### src/include/ps2_params.svh
`ifndef PS2_PARAMS_SVH
`define PS2_PARAMS_SVH

// --------------------------------------------------
// frame format
// --------------------------------------------------
`define PS2_FRAME_BITS 11 // start + 8 data + parity + stop

// --------------------------------------------------
// special scan codes
// --------------------------------------------------
`define PS2_EXTEND_CODE  8'hE0 // prefix for extended keys
`define PS2_RELEASE_CODE 8'hF0 // break prefix, key let go
`define PS2_LEFT_SHIFT   8'h12
`define PS2_RIGHT_SHIFT  8'h59

// idle timeout, roughly 60 us at 49 MHz
`define PS2_WATCHDOG_CYCLES 2950
`define PS2_WATCHDOG_BITS   12 // wide enough to hold the count above

`define PS2_UNKNOWN_ASCII 8'h2E // '.' for keys outside the table

`endif

### src/design/ps2_frame_pkg.sv
`default_nettype none

`include "ps2_params.svh"

// line-level types, what comes off the ps2 wires
package ps2_frame_pkg;

  typedef logic [`PS2_FRAME_BITS-1:0] frame_t; // raw frame, start bit ends in bit 0
  typedef logic [7:0] scan_code_t;             // data byte of one frame
  typedef logic [3:0] bit_count_t;             // falling edges seen so far

  // follows the keyboard clock, markers last one system clock
  typedef enum logic [1:0] {
    rx_clk_h       = 2'd0, // line high, watchdog running
    rx_falling_mrk = 2'd1, // sample data here
    rx_clk_l       = 2'd2, // line low
    rx_rising_mrk  = 2'd3
  } rx_state_t;

endpackage

`default_nettype wire

### src/design/ps2_key_pkg.sv
`default_nettype none

// key-level types, what the host sees
package ps2_key_pkg;

  typedef logic [7:0] ascii_t;

  // --------------------------------------------------
  // one decoded key event
  // --------------------------------------------------
  // extended and released come from prefixes that arrived
  // before the scan code, not from the code itself
  typedef struct packed {
    logic                     extended;  // 0xE0 seen before this code
    logic                     released;  // 0xF0 seen, key was let go
    ps2_frame_pkg::scan_code_t scan_code;
    ascii_t                   ascii;     // '.' when not in the table
  } key_event_t;

endpackage

`default_nettype wire

### src/design/ps2_ascii_map.sv
`timescale 1ns/1ps
`default_nettype none

`include "ps2_params.svh"

module ps2_ascii_map (
  input  ps2_frame_pkg::scan_code_t scan_code,
  input  logic                      shift_key_on,
  output ps2_key_pkg::ascii_t       ascii
);

  // --------------------------------------------------
  // set 2 make codes to ascii, kept keys only
  // --------------------------------------------------
  always_comb
  begin
    ascii = `PS2_UNKNOWN_ASCII; // also what a shifted digit gives
    case (scan_code)
      8'h1C: ascii = 8'h61; // a
      8'h32: ascii = 8'h62;
      8'h21: ascii = 8'h63;
      8'h23: ascii = 8'h64;
      8'h24: ascii = 8'h65;
      8'h2B: ascii = 8'h66;
      8'h34: ascii = 8'h67;
      8'h33: ascii = 8'h68;
      8'h43: ascii = 8'h69;
      8'h3B: ascii = 8'h6A;
      8'h42: ascii = 8'h6B;
      8'h4B: ascii = 8'h6C;
      8'h3A: ascii = 8'h6D;
      8'h31: ascii = 8'h6E;
      8'h44: ascii = 8'h6F;
      8'h4D: ascii = 8'h70;
      8'h15: ascii = 8'h71;
      8'h2D: ascii = 8'h72;
      8'h1B: ascii = 8'h73;
      8'h2C: ascii = 8'h74;
      8'h3C: ascii = 8'h75;
      8'h2A: ascii = 8'h76;
      8'h1D: ascii = 8'h77;
      8'h22: ascii = 8'h78;
      8'h35: ascii = 8'h79;
      8'h1A: ascii = 8'h7A; // z
      8'h45: if (!shift_key_on) ascii = 8'h30; // 0, digits only unshifted
      8'h16: if (!shift_key_on) ascii = 8'h31;
      8'h1E: if (!shift_key_on) ascii = 8'h32;
      8'h26: if (!shift_key_on) ascii = 8'h33;
      8'h25: if (!shift_key_on) ascii = 8'h34;
      8'h2E: if (!shift_key_on) ascii = 8'h35;
      8'h36: if (!shift_key_on) ascii = 8'h36;
      8'h3D: if (!shift_key_on) ascii = 8'h37;
      8'h3E: if (!shift_key_on) ascii = 8'h38;
      8'h46: if (!shift_key_on) ascii = 8'h39; // 9
      // control keys, same in both shift states
      8'h66: ascii = 8'h08; // backspace
      8'h0D: ascii = 8'h09; // tab
      8'h5A: ascii = 8'h0D; // enter
      8'h76: ascii = 8'h1B; // escape
      8'h29: ascii = 8'h20; // space
      default: ;
    endcase
    if (shift_key_on && ascii >= 8'h61 && ascii <= 8'h7A)
      ascii = ascii - 8'h20; // upper case sits 0x20 lower
  end

endmodule

`default_nettype wire

### src/design/ps2_rx_frame.sv
`timescale 1ns/1ps
`default_nettype none

`include "ps2_params.svh"

module ps2_rx_frame (
  input  logic                      clk,
  input  logic                      reset,
  input  logic                      ps2_clk,
  input  logic                      ps2_data,
  output logic                      frame_done,
  output ps2_frame_pkg::scan_code_t scan_code
);

  localparam ps2_frame_pkg::bit_count_t frame_bits = `PS2_FRAME_BITS;
  localparam logic [`PS2_WATCHDOG_BITS-1:0] watchdog_last = `PS2_WATCHDOG_CYCLES - 1;

  logic                       ps2_clk_s;  // synchronized line clock
  logic                       ps2_data_s; // synchronized line data
  ps2_frame_pkg::rx_state_t   state;
  ps2_frame_pkg::rx_state_t   state_next;
  ps2_frame_pkg::bit_count_t  bit_count;
  ps2_frame_pkg::frame_t      frame;
  logic [`PS2_WATCHDOG_BITS-1:0] watchdog_count;
  logic                       watchdog_done;

  // --------------------------------------------------
  // input synchronizer
  // --------------------------------------------------
  always_ff @(posedge clk)
  begin
    if (reset)
    begin
      ps2_clk_s  <= 1'b1; // lines idle high
      ps2_data_s <= 1'b1;
    end
    else
    begin
      ps2_clk_s  <= ps2_clk;
      ps2_data_s <= ps2_data;
    end
  end

  // --------------------------------------------------
  // receive fsm, tracks the keyboard clock
  // --------------------------------------------------
  always_ff @(posedge clk)
  begin
    if (reset)
      state <= ps2_frame_pkg::rx_clk_h;
    else
      state <= state_next;
  end

  always_comb
  begin
    state_next = state;
    case (state)
      ps2_frame_pkg::rx_clk_h:
        if (!ps2_clk_s) state_next = ps2_frame_pkg::rx_falling_mrk;
      ps2_frame_pkg::rx_falling_mrk:
        state_next = ps2_frame_pkg::rx_clk_l;  // single cycle
      ps2_frame_pkg::rx_clk_l:
        if (ps2_clk_s) state_next = ps2_frame_pkg::rx_rising_mrk;
      ps2_frame_pkg::rx_rising_mrk:
        state_next = ps2_frame_pkg::rx_clk_h;
      default:
        state_next = ps2_frame_pkg::rx_clk_h;
    endcase
  end

  // watchdog runs only while the line clock sits high
  always_ff @(posedge clk)
  begin
    if (reset || state == ps2_frame_pkg::rx_falling_mrk
        || state == ps2_frame_pkg::rx_rising_mrk)
      watchdog_count <= '0;
    else if (state == ps2_frame_pkg::rx_clk_h && !watchdog_done)
      watchdog_count <= watchdog_count + 1'b1; // saturates at the limit
  end
  assign watchdog_done = (watchdog_count == watchdog_last);

  // bit counter, frame_done has priority so the count wraps after 11
  always_ff @(posedge clk)
  begin
    if (reset || frame_done)
      bit_count <= '0;
    else if (watchdog_done && state == ps2_frame_pkg::rx_clk_h && ps2_clk_s)
      bit_count <= '0; // stalled frame, e.g. hot plug
    else if (state == ps2_frame_pkg::rx_falling_mrk)
      bit_count <= bit_count + 1'b1;
  end

  // new bit enters at the top, start bit ends up in bit 0
  always_ff @(posedge clk)
  begin
    if (state == ps2_frame_pkg::rx_falling_mrk)
      frame <= {ps2_data_s, frame[`PS2_FRAME_BITS-1:1]};
  end

  assign frame_done = (bit_count == frame_bits);
  assign scan_code  = frame[8:1]; // data byte sits between start and parity

  // --------------------------------------------------
  // checks
  // --------------------------------------------------
  a_count_range: assert property (@(posedge clk) disable iff (reset)
    bit_count <= frame_bits);
  a_done_single: assert property (@(posedge clk) disable iff (reset)
    frame_done |=> !frame_done);

endmodule

`default_nettype wire

### src/design/ps2_key_decoder.sv
`timescale 1ns/1ps
`default_nettype none

`include "ps2_params.svh"

module ps2_key_decoder #(
  parameter int trap_shift_keys = 0 // nonzero: shift keys give no event
) (
  input  logic                      clk,
  input  logic                      reset,
  input  logic                      frame_done,
  input  ps2_frame_pkg::scan_code_t scan_code,
  input  logic                      rx_read,
  output ps2_key_pkg::key_event_t   key_event,
  output logic                      shift_key_on,
  output logic                      data_ready
);

  typedef enum logic {
    ready_idle = 1'b0,
    ready_full = 1'b1
  } ready_state_t;

  ready_state_t        ready_state;
  logic                is_extend;
  logic                is_release;
  logic                is_shift;
  logic                output_event;  // ordinary code, clears the holds
  logic                output_strobe; // ordinary code that is reported
  logic                hold_extended;
  logic                hold_released;
  logic                left_shift_key;
  logic                right_shift_key;
  ps2_key_pkg::ascii_t ascii;

  assign is_extend  = (scan_code == `PS2_EXTEND_CODE);
  assign is_release = (scan_code == `PS2_RELEASE_CODE);
  assign is_shift   = (scan_code == `PS2_LEFT_SHIFT) || (scan_code == `PS2_RIGHT_SHIFT);

  assign output_event  = frame_done && !is_extend && !is_release;
  assign output_strobe = output_event && ((trap_shift_keys == 0) || !is_shift);

  // --------------------------------------------------
  // prefix holding
  // --------------------------------------------------
  always_ff @(posedge clk)
  begin
    if (reset || output_event)
    begin
      hold_extended <= 1'b0;
      hold_released <= 1'b0;
    end
    else if (frame_done)
    begin
      if (is_extend) hold_extended <= 1'b1;
      if (is_release) hold_released <= 1'b1;
    end
  end

  // shift keys, make sets and break clears
  always_ff @(posedge clk)
  begin
    if (reset)
    begin
      left_shift_key  <= 1'b0;
      right_shift_key <= 1'b0;
    end
    else if (frame_done)
    begin
      if (scan_code == `PS2_LEFT_SHIFT) left_shift_key <= !hold_released;
      if (scan_code == `PS2_RIGHT_SHIFT) right_shift_key <= !hold_released;
    end
  end
  assign shift_key_on = left_shift_key || right_shift_key;

  // table sees the shift state from before this frame
  ps2_ascii_map i_ascii_map (
    .scan_code    (scan_code),
    .shift_key_on (shift_key_on),
    .ascii        (ascii)
  );

  // --------------------------------------------------
  // output register and ready fsm
  // --------------------------------------------------
  always_ff @(posedge clk)
  begin
    if (reset)
      key_event <= '0;
    else if (output_strobe)
    begin
      key_event.extended  <= hold_extended;
      key_event.released  <= hold_released;
      key_event.scan_code <= scan_code;
      key_event.ascii     <= ascii;
    end
  end

  always_ff @(posedge clk)
  begin
    if (reset)
      ready_state <= ready_idle;
    else if (output_strobe)
      ready_state <= ready_full; // newer key overwrites, stays ready
    else if (rx_read)
      ready_state <= ready_idle;
  end
  assign data_ready = (ready_state == ready_full);

  // ready must hold until the host reads
  a_ready_hold: assert property (@(posedge clk) disable iff (reset)
    data_ready && !rx_read |=> data_ready);

endmodule

`default_nettype wire

### src/design/ps2_keyboard_rx.sv
`timescale 1ns/1ps
`default_nettype none

module ps2_keyboard_rx #(
  parameter int trap_shift_keys = 0 // nonzero: shift keys move only the shift status
) (
  input  logic                    clk,
  input  logic                    reset,
  input  logic                    ps2_clk,  // keyboard clock, input only
  input  logic                    ps2_data, // keyboard data, input only
  input  logic                    rx_read,  // host read strobe
  output ps2_key_pkg::key_event_t rx_event,
  output logic                    rx_shift_key_on,
  output logic                    rx_data_ready
);

  logic                      frame_done; // one pulse per complete frame
  ps2_frame_pkg::scan_code_t scan_code;  // valid with frame_done

  // line side, synchronizer and frame shifter
  ps2_rx_frame i_rx_frame (
    .clk        (clk),
    .reset      (reset),
    .ps2_clk    (ps2_clk),
    .ps2_data   (ps2_data),
    .frame_done (frame_done),
    .scan_code  (scan_code)
  );

  // key side, prefixes, shift and ready level
  ps2_key_decoder #(
    .trap_shift_keys (trap_shift_keys)
  ) i_key_decoder (
    .clk          (clk),
    .reset        (reset),
    .frame_done   (frame_done),
    .scan_code    (scan_code),
    .rx_read      (rx_read),
    .key_event    (rx_event),
    .shift_key_on (rx_shift_key_on),
    .data_ready   (rx_data_ready)
  );

endmodule

`default_nettype wire

### config.mk
export PLATFORM = sky130hd
export DESIGN_NAME = ps2_keyboard_rx
export DESIGN_NICKNAME = d
export VERILOG_FILES = /design/src/design/ps2_frame_pkg.sv /design/src/design/ps2_key_pkg.sv /design/src/design/ps2_ascii_map.sv /design/src/design/ps2_rx_frame.sv /design/src/design/ps2_key_decoder.sv /design/src/design/ps2_keyboard_rx.sv
export VERILOG_INCLUDE_DIRS = /design/src /design/src/include
export SDC_FILE = /design/constraint.sdc
export NUM_CORES = 1
export LEC_CHECK = 0
export ABC_AREA = 1
export BUFFER_PORTS_ARGS = -buffer_cell sky130_fd_sc_hd__buf_4
export CORE_AREA = 4 4 99 73
export CTS_BUF_LIST = sky130_fd_sc_hd__clkbuf_8
export DETAILED_ROUTE_END_ITERATION = 12
export DIE_AREA = 0 0 103 77
export PLACE_DENSITY_LB_ADDON = 0.2
export SLEW_MARGIN = 0
export SYNTH_ARGS = -nofsm -noshare
export SYNTH_HDL_FRONTEND = slang
export SYNTH_SLANG_ARGS = --single-unit
### constraint.sdc
create_clock -name clk -period 2.81 [get_ports clk]
set_input_delay 0.562 -clock clk [delete_from_list [all_inputs] [get_ports clk]]
set_output_delay 0.562 -clock clk [all_outputs]
set_load 0.05 [all_outputs]
==> flow_summary.yaml, run 1 <==
pwr:
  power_uw: 2089
  max-vdd-ir-drop_v: 0.0003726
  power_density_nw_per_um2: 608.2
  p_leak_uw: 0.001574
route:
  drcViolationCount: 0
  wl_per_cell_um: 14.20
  vias_per_cell: 5.267
  firstDrtPassIters: 5
  wirelength_um: 8082
  vias: 2997
  drt_iter0_drc: 250
  ant_nets: 0
yosys:
  synth_edf_count: 10
  post_synth_num_cell_types: 31
  synthFlopType: "dfxtp_1"
  ys_async_sr_fraction_pct: 0
  synth_seq_area_share_pct: 37.65
  netlist_instances: 465
  post_synth.cell_area_avg_sq_um: 6.633
  ys_warn_count: 0
  synth_area_leaders: "dfxtp_1 (28%), nand2_1 (18%), edfxtp_1 (9.7%)"
  yosysTopAreaCellShare_pct: 27.91
  synth_seq_cells: 53
  netlist_area_sq_um: 3084
  yosysTopAreaCell: "dfxtp_1"
  synth_fp_nets: 478
  synth_most_common_cell: "nand2_1"
  synthTopCellsByCount: "nand2_1 (152), nor2_1 (64), dfxtp_1 (43)"
die:
  die_area_sq_um: 7931
  die_h_um: 77
  coreArea_sq_um: 6186
  die_w_um: 103
  io_pins: 25
  start_util_pct: 49.86
  placementRows: 24
grt:
  grt_use_total_pct: 20.99
  grt_pass1_wl_um: 13320
  grt_antenna_before_repair: 0
  overflow: 0
  grt_max_degree: 19
  grt_pass1_vias: 2758
clock_network:
  cts_max_level: 2
  cts_root_buf: "clkbuf_8"
  tritoncts: "built"
  clkSinkCount: 53
  ctsResizeCount: 0
  numCtsBuffers: 5
  postCtsHoldBufs: 0
  clk_latency_ps: 310
  cts_setup_buffers: 0
  clk_path_buf_depth: 2
  clk_pin_slew_ps: 110
timing:
  skew_ps: 14.37
  finalHoldViolations: 0
  drv_slew: 0
  fin_tns_setup_ps: 0
  timing.fmax_mhz: 411.7
  layout_min_cycle_time_ps: 2429
  worst_slew_pin_slew_ps: 713.4
  slew_headroom_pct: 52.44
  finalSetupViolations: 0
  timing.final.crit_share_pct: 86.44
  rsz0062_at_grt: "no"
final_layout:
  multi_input_area_sq_um: 1693
  drive_gt1_share_pct: 13.44
  fin_cells: 569
  fillers: 612
  area_delta_synth_final_pct: 11.36
  antenna_cells: 0
  final_area_sq_um: 3435
  nets: 503
  seq_area_sq_um: 1161
min_path:
  hold_path.class: "input pin to flop"
placed_design:
  globalplace.congestion: 0.9540
  place_hpwl_um: 6359
  io_buffers: 24
  place_inst: 561
  placed_area_sq_um: 3316
setup_path:
  cp.required_ps: 3020
  arrival_ps: 2640
  r2r_slack_ps: 380
  worstSetupPathType: "flop to flop"
  end_kind: "flop"
  cp_max_fo: 11
  crit_path_start_kind: "flop"
run:
  drv_cap: 0
outcome:
  status: "finished, final reports clean"
per-layer routing:
metal  wire length (um)  global-route usage (%)  vias to the layer above
met5                  0                       0                        -
li1                   -                       -                     1532
met2               3190                   28.36                      117
met3                672                   3.808                       11
met1               4123                   33.74                     1337
met4                 95                   4.916                        0
final timing paths:
check,start,to,cells past startpoint
worst max-delay path,i_rx_frame.frame[5]$_DFFE_PP_,i_key_decoder.key_event[6]$_SDFFE_PP0P_,14
worst min-delay path,rx_read,i_key_decoder.data_ready$_SDFFE_PP0P_,2
worst max register to register,i_rx_frame.frame[5]$_DFFE_PP_,i_key_decoder.key_event[6]$_SDFFE_PP0P_,14
worst min register to register,i_rx_frame.ps2_data_s$_SDFF_PP1_,i_rx_frame.frame[10]$_DFFE_PP_,0
state kept, by name (all words and copies together) (netlist names):
name / flops
i_key_decoder.data_ready: 1
i_key_decoder.hold_extended: 1
i_key_decoder.hold_released: 1
i_key_decoder.key_event: 18
i_key_decoder.left_shift_key: 1
i_key_decoder.right_shift_key: 1
i_rx_frame.bit_count: 4
i_rx_frame.frame: 10
i_rx_frame.ps2_clk_s: 1
i_rx_frame.ps2_data_s: 1
i_rx_frame.state: 2
i_rx_frame.watchdog_count: 12
through the flow:
stage	utilization, %	hold slack, ps	setup WS (ps)
2_1_floorplan	-	385.5	857.0
3_3_place_gp	53.60	385.8	375.8
3_5_place_dp	53.60	397.7	422.1
4_1_cts	55.52	418.7	422.2
5_1_grt	55.52	412.4	220.9
6_report	55.52	419.6	381.0
final cells by class:
cell class,count,area share (%)
well taps,78,2.842
multi-input cells,357,49.29
flip-flops and latches,53,33.81
clock inverters,3,1.457
clock buffers,5,2.004
repair buffers,24,5.246
inverters,49,5.355
worst max-delay path, cell delays in order (launching register included):
cell and delay (ps):
edfxtp_1 530, inv_2 120, nand2_2 60, nor2_2 440
nand2_2 140, nand2_1 180, nor2_1 60, nand2_1 100
inv_1 50, nand4_1 90, inv_1 50, ha_1 260
inv_1 30, o211ai_1 160, nand2_1 60
logic make-up after synthesis:
| kind of cell | share of synthesized area (%) |
|---|---|
| compound gates | 8.762 |
| fa+ha+maj | 3.246 |
| buf+inv | 7.464 |
| xor+xnor | 1.988 |
| flops | 37.65 |
| mux | 0.3246 |
| simple gates | 40.57 |
where the power goes:
part           internal (uW)  switching, uW
Sequential               867           84.4
Combinational            161            441
Clock                    273            262
Total                   1300            787
placed cells by master, fill, tap and decap left out, types with 7 or more instances in the layout:
master,n
a21oi_1,21
edfxtp_1,10
nand3_1,24
ha_1,8
dfxtp_1,43
nand4_1,7
nand2_1,152
o21ai_0,17
inv_1,41
nand2_2,13
nor3_1,9
nor2_1,64
nor2_2,8
o21ai_1,7
buf_4,24
inv_2,7
Power figures use the tool's default switching activity.
==> inputs of run 2 (changes only) <==
CORE_AREA = 4 4 83 104   (was 4 4 99 73)
DIE_AREA = 0 0 87 108   (was 0 0 103 77)
==> run 2 against run 1 <==
- combinational power shrank 4.3%
- maximum frequency rose by 0.70%
- sequential power about the same
- final cell count is 3.2% higher
- register-to-register slack improved by 20 ps
- largest cell class unchanged
- highest routed layer unchanged
==> flow_summary.yaml, run 2 (same netlist as run 1, synthesis figures left out) <==
outcome:
  status: "finished, final reports clean"
min_path:
  hold_path.class: "flop to flop"
timing:
  finalHoldViolations: 0
  drv_slew: 0
  slew_headroom_pct: 66.33
  finalSetupViolations: 0
  fin_tns_setup_ps: 0
  worst_slew_pin_slew_ps: 501.3
  rsz0062_at_grt: "no"
  timing.final.crit_share_pct: 85.84
  timing.fmax_mhz: 414.6
  skew_ps: 13.41
  layout_min_cycle_time_ps: 2412
final_layout:
  area_delta_synth_final_pct: 12.78
  largest_register_ffs: 18
  final_area_sq_um: 3478
  drive_gt1_share_pct: 13.62
  largest-register: "i_key_decoder.key_event"
  final_core_util_pct: 45.16
  fin_cells: 587
  nets: 504
  fillers: 790
  antenna_cells: 0
  final_common_cell: "nand2_1"
  layout_common_cells: "nand2_1 (152), nor2_1 (64), dfxtp_1 (43)"
  largestRegisters: "i_key_decoder.key_event: 18 flops, i_rx_frame.watchdog_count: 12 flops, i_rx_frame.frame: 10 flops"
clock_network:
  postCtsHoldBufs: 0
  cts_root_buf: "clkbuf_8"
  cts_setup_buffers: 0
  clk_pin_slew_ps: 100
  tritoncts: "built"
  numCtsBuffers: 5
  clk_path_buf_depth: 2
  clkSinkCount: 53
  cts_max_level: 2
  ctsResizeCount: 0
  clk_latency_ps: 310
placed_design:
  place_inst: 579
  io_buffers: 24
  globalplace.congestion: 0.9408
  place_hpwl_um: 5940
  placed_area_sq_um: 3344
setup_path:
  cp.buffers_inverters: 3
  cp_max_fo: 11
  reg2regPathDepth: 14
  end_kind: "flop"
  cp-startpoint: "i_rx_frame.frame[5]$_DFFE_PP_"
  r2r_slack_ps: 400
  rr_endpoint: "i_key_decoder.key_event[6]$_SDFFE_PP0P_"
  cp.required_ps: 3010
  worstPathCellList: "inv_2 -> nand2_2 -> nor2_2 -> nand2_1 -> nand2_1 -> nor2_1 -> nand2_1 -> nor2_1 -> nand2_2 -> inv_1 -> ha_1 -> inv_1 -> o211ai_1 -> nand2_1"
  critPathSlowestCell: "edfxtp_1"
  cp_common_cell: "nand2_1"
  crit_path_start_kind: "flop"
  critPathTopFamily: "simple AND/OR/NAND/NOR gates"
  path_depth: 14
  arrival_ps: 2620
  worstSetupPathType: "flop to flop"
  max_stage_delay_ps: 530
  worstSetupEndpoint: "i_key_decoder.key_event[6]$_SDFFE_PP0P_"
  r2r-start: "i_rx_frame.frame[5]$_DFFE_PP_"
route:
  drt_iter0_drc: 158
  wl_per_cell_um: 12.67
  drcViolationCount: 0
  vias_per_cell: 5.010
  firstDrtPassIters: 5
  vias: 2941
  ant_nets: 0
  wirelength_um: 7439
die:
  die_h_um: 108
  placementRows: 36
  coreArea_sq_um: 7702
  start_util_pct: 40.04
  io_pins: 25
  die_area_sq_um: 9396
  die_w_um: 87
grt:
  grt_max_degree: 17
  grt_pass1_wl_um: 12700
  grt_use_total_pct: 16.95
  grt_pass1_vias: 2934
  grt_antenna_before_repair: 0
  overflow: 0
pwr:
  max-vdd-ir-drop_v: 0.0003794
  power_uw: 2130
  p_leak_uw: 0.001587
  power_density_nw_per_um2: 612.3
run:
  drv_cap: 0
==> run 2: cell types whose count changed in the layout (fill, tap and decap cells not counted) <==
cell and delta:
clkinv_2 +1, clkinv_4 -1, inv_8 -1, buf_4 +1
bufinv_16 +1
==> run 2: worst min path at each step <==
stage	start	end	cells past startpoint
final	i_rx_frame.ps2_data_s$_SDFF_PP1_	i_rx_frame.frame[10]$_DFFE_PP_	0
after global routing	i_rx_frame.ps2_data_s$_SDFF_PP1_	i_rx_frame.frame[10]$_DFFE_PP_	0
after CTS	i_rx_frame.ps2_data_s$_SDFF_PP1_	i_rx_frame.frame[10]$_DFFE_PP_	0
after detailed placement	i_rx_frame.ps2_data_s$_SDFF_PP1_	i_rx_frame.frame[10]$_DFFE_PP_	0
after global placement	i_rx_frame.ps2_data_s$_SDFF_PP1_	i_rx_frame.frame[10]$_DFFE_PP_	0
after floorplan	i_rx_frame.ps2_data_s$_SDFF_PP1_	i_rx_frame.frame[10]$_DFFE_PP_	0
==> run 2: area by class of cell <==
class | instances | area [sq um] | area share, %
flip-flops and latches | 53 | 1161 | 33.38
multi-input cells | 357 | 1693 | 48.67
inverters | 49 | 183.9 | 5.288
well taps | 95 | 118.9 | 3.417
clock inverters | 3 | 65.06 | 1.871
repair buffers | 25 | 187.7 | 5.396
clock buffers | 5 | 68.82 | 1.978
==> run 2: worst register-to-register path, stage by stage, from the launching register on <==
cell      delay (ps)
edfxtp_1         530
inv_2            140
nand2_2           70
nor2_2           430
nand2_1          160
nand2_1          110
nor2_1            50
nand2_1          120
nor2_1            70
nand2_2           80
inv_1             50
ha_1             260
inv_1             30
o211ai_1         170
nand2_1           60
==> run 2: through the flow <==
| stage | setup slack (ps) | hold slack [ps] |
|---|---|---|
| floorplan | 857.0 | 385.5 |
| global placement | 398.3 | 386.4 |
| detailed placement | 398.1 | 390.6 |
| CTS | 398.4 | 413.9 |
| global route | 155.8 | 420.3 |
| finish | 397.9 | 414.5 |
==> run 2: power by group <==
part	switching [uW]	leakage, uW	internal [uW]
registers	83.7	0.000440	866
logic	413	0.00108	163
clock network	250	0.0000681	354
==> run 2: metal layers <==
| layer | vias up | wire length [um] | track usage (%) | part of all wire, % |
|---|---|---|---|---|
| li1 | 1542 | - | - | - |
| met1 | 1310 | 2912 | 17.67 | 39 |
| met2 | 64 | 3949 | 31.32 | 53 |
| met3 | 25 | 266 | 2.820 | 3.6 |
| met4 | 0 | 310 | 9.688 | 4.2 |
| met5 | - | 0 | 0 | 0 |
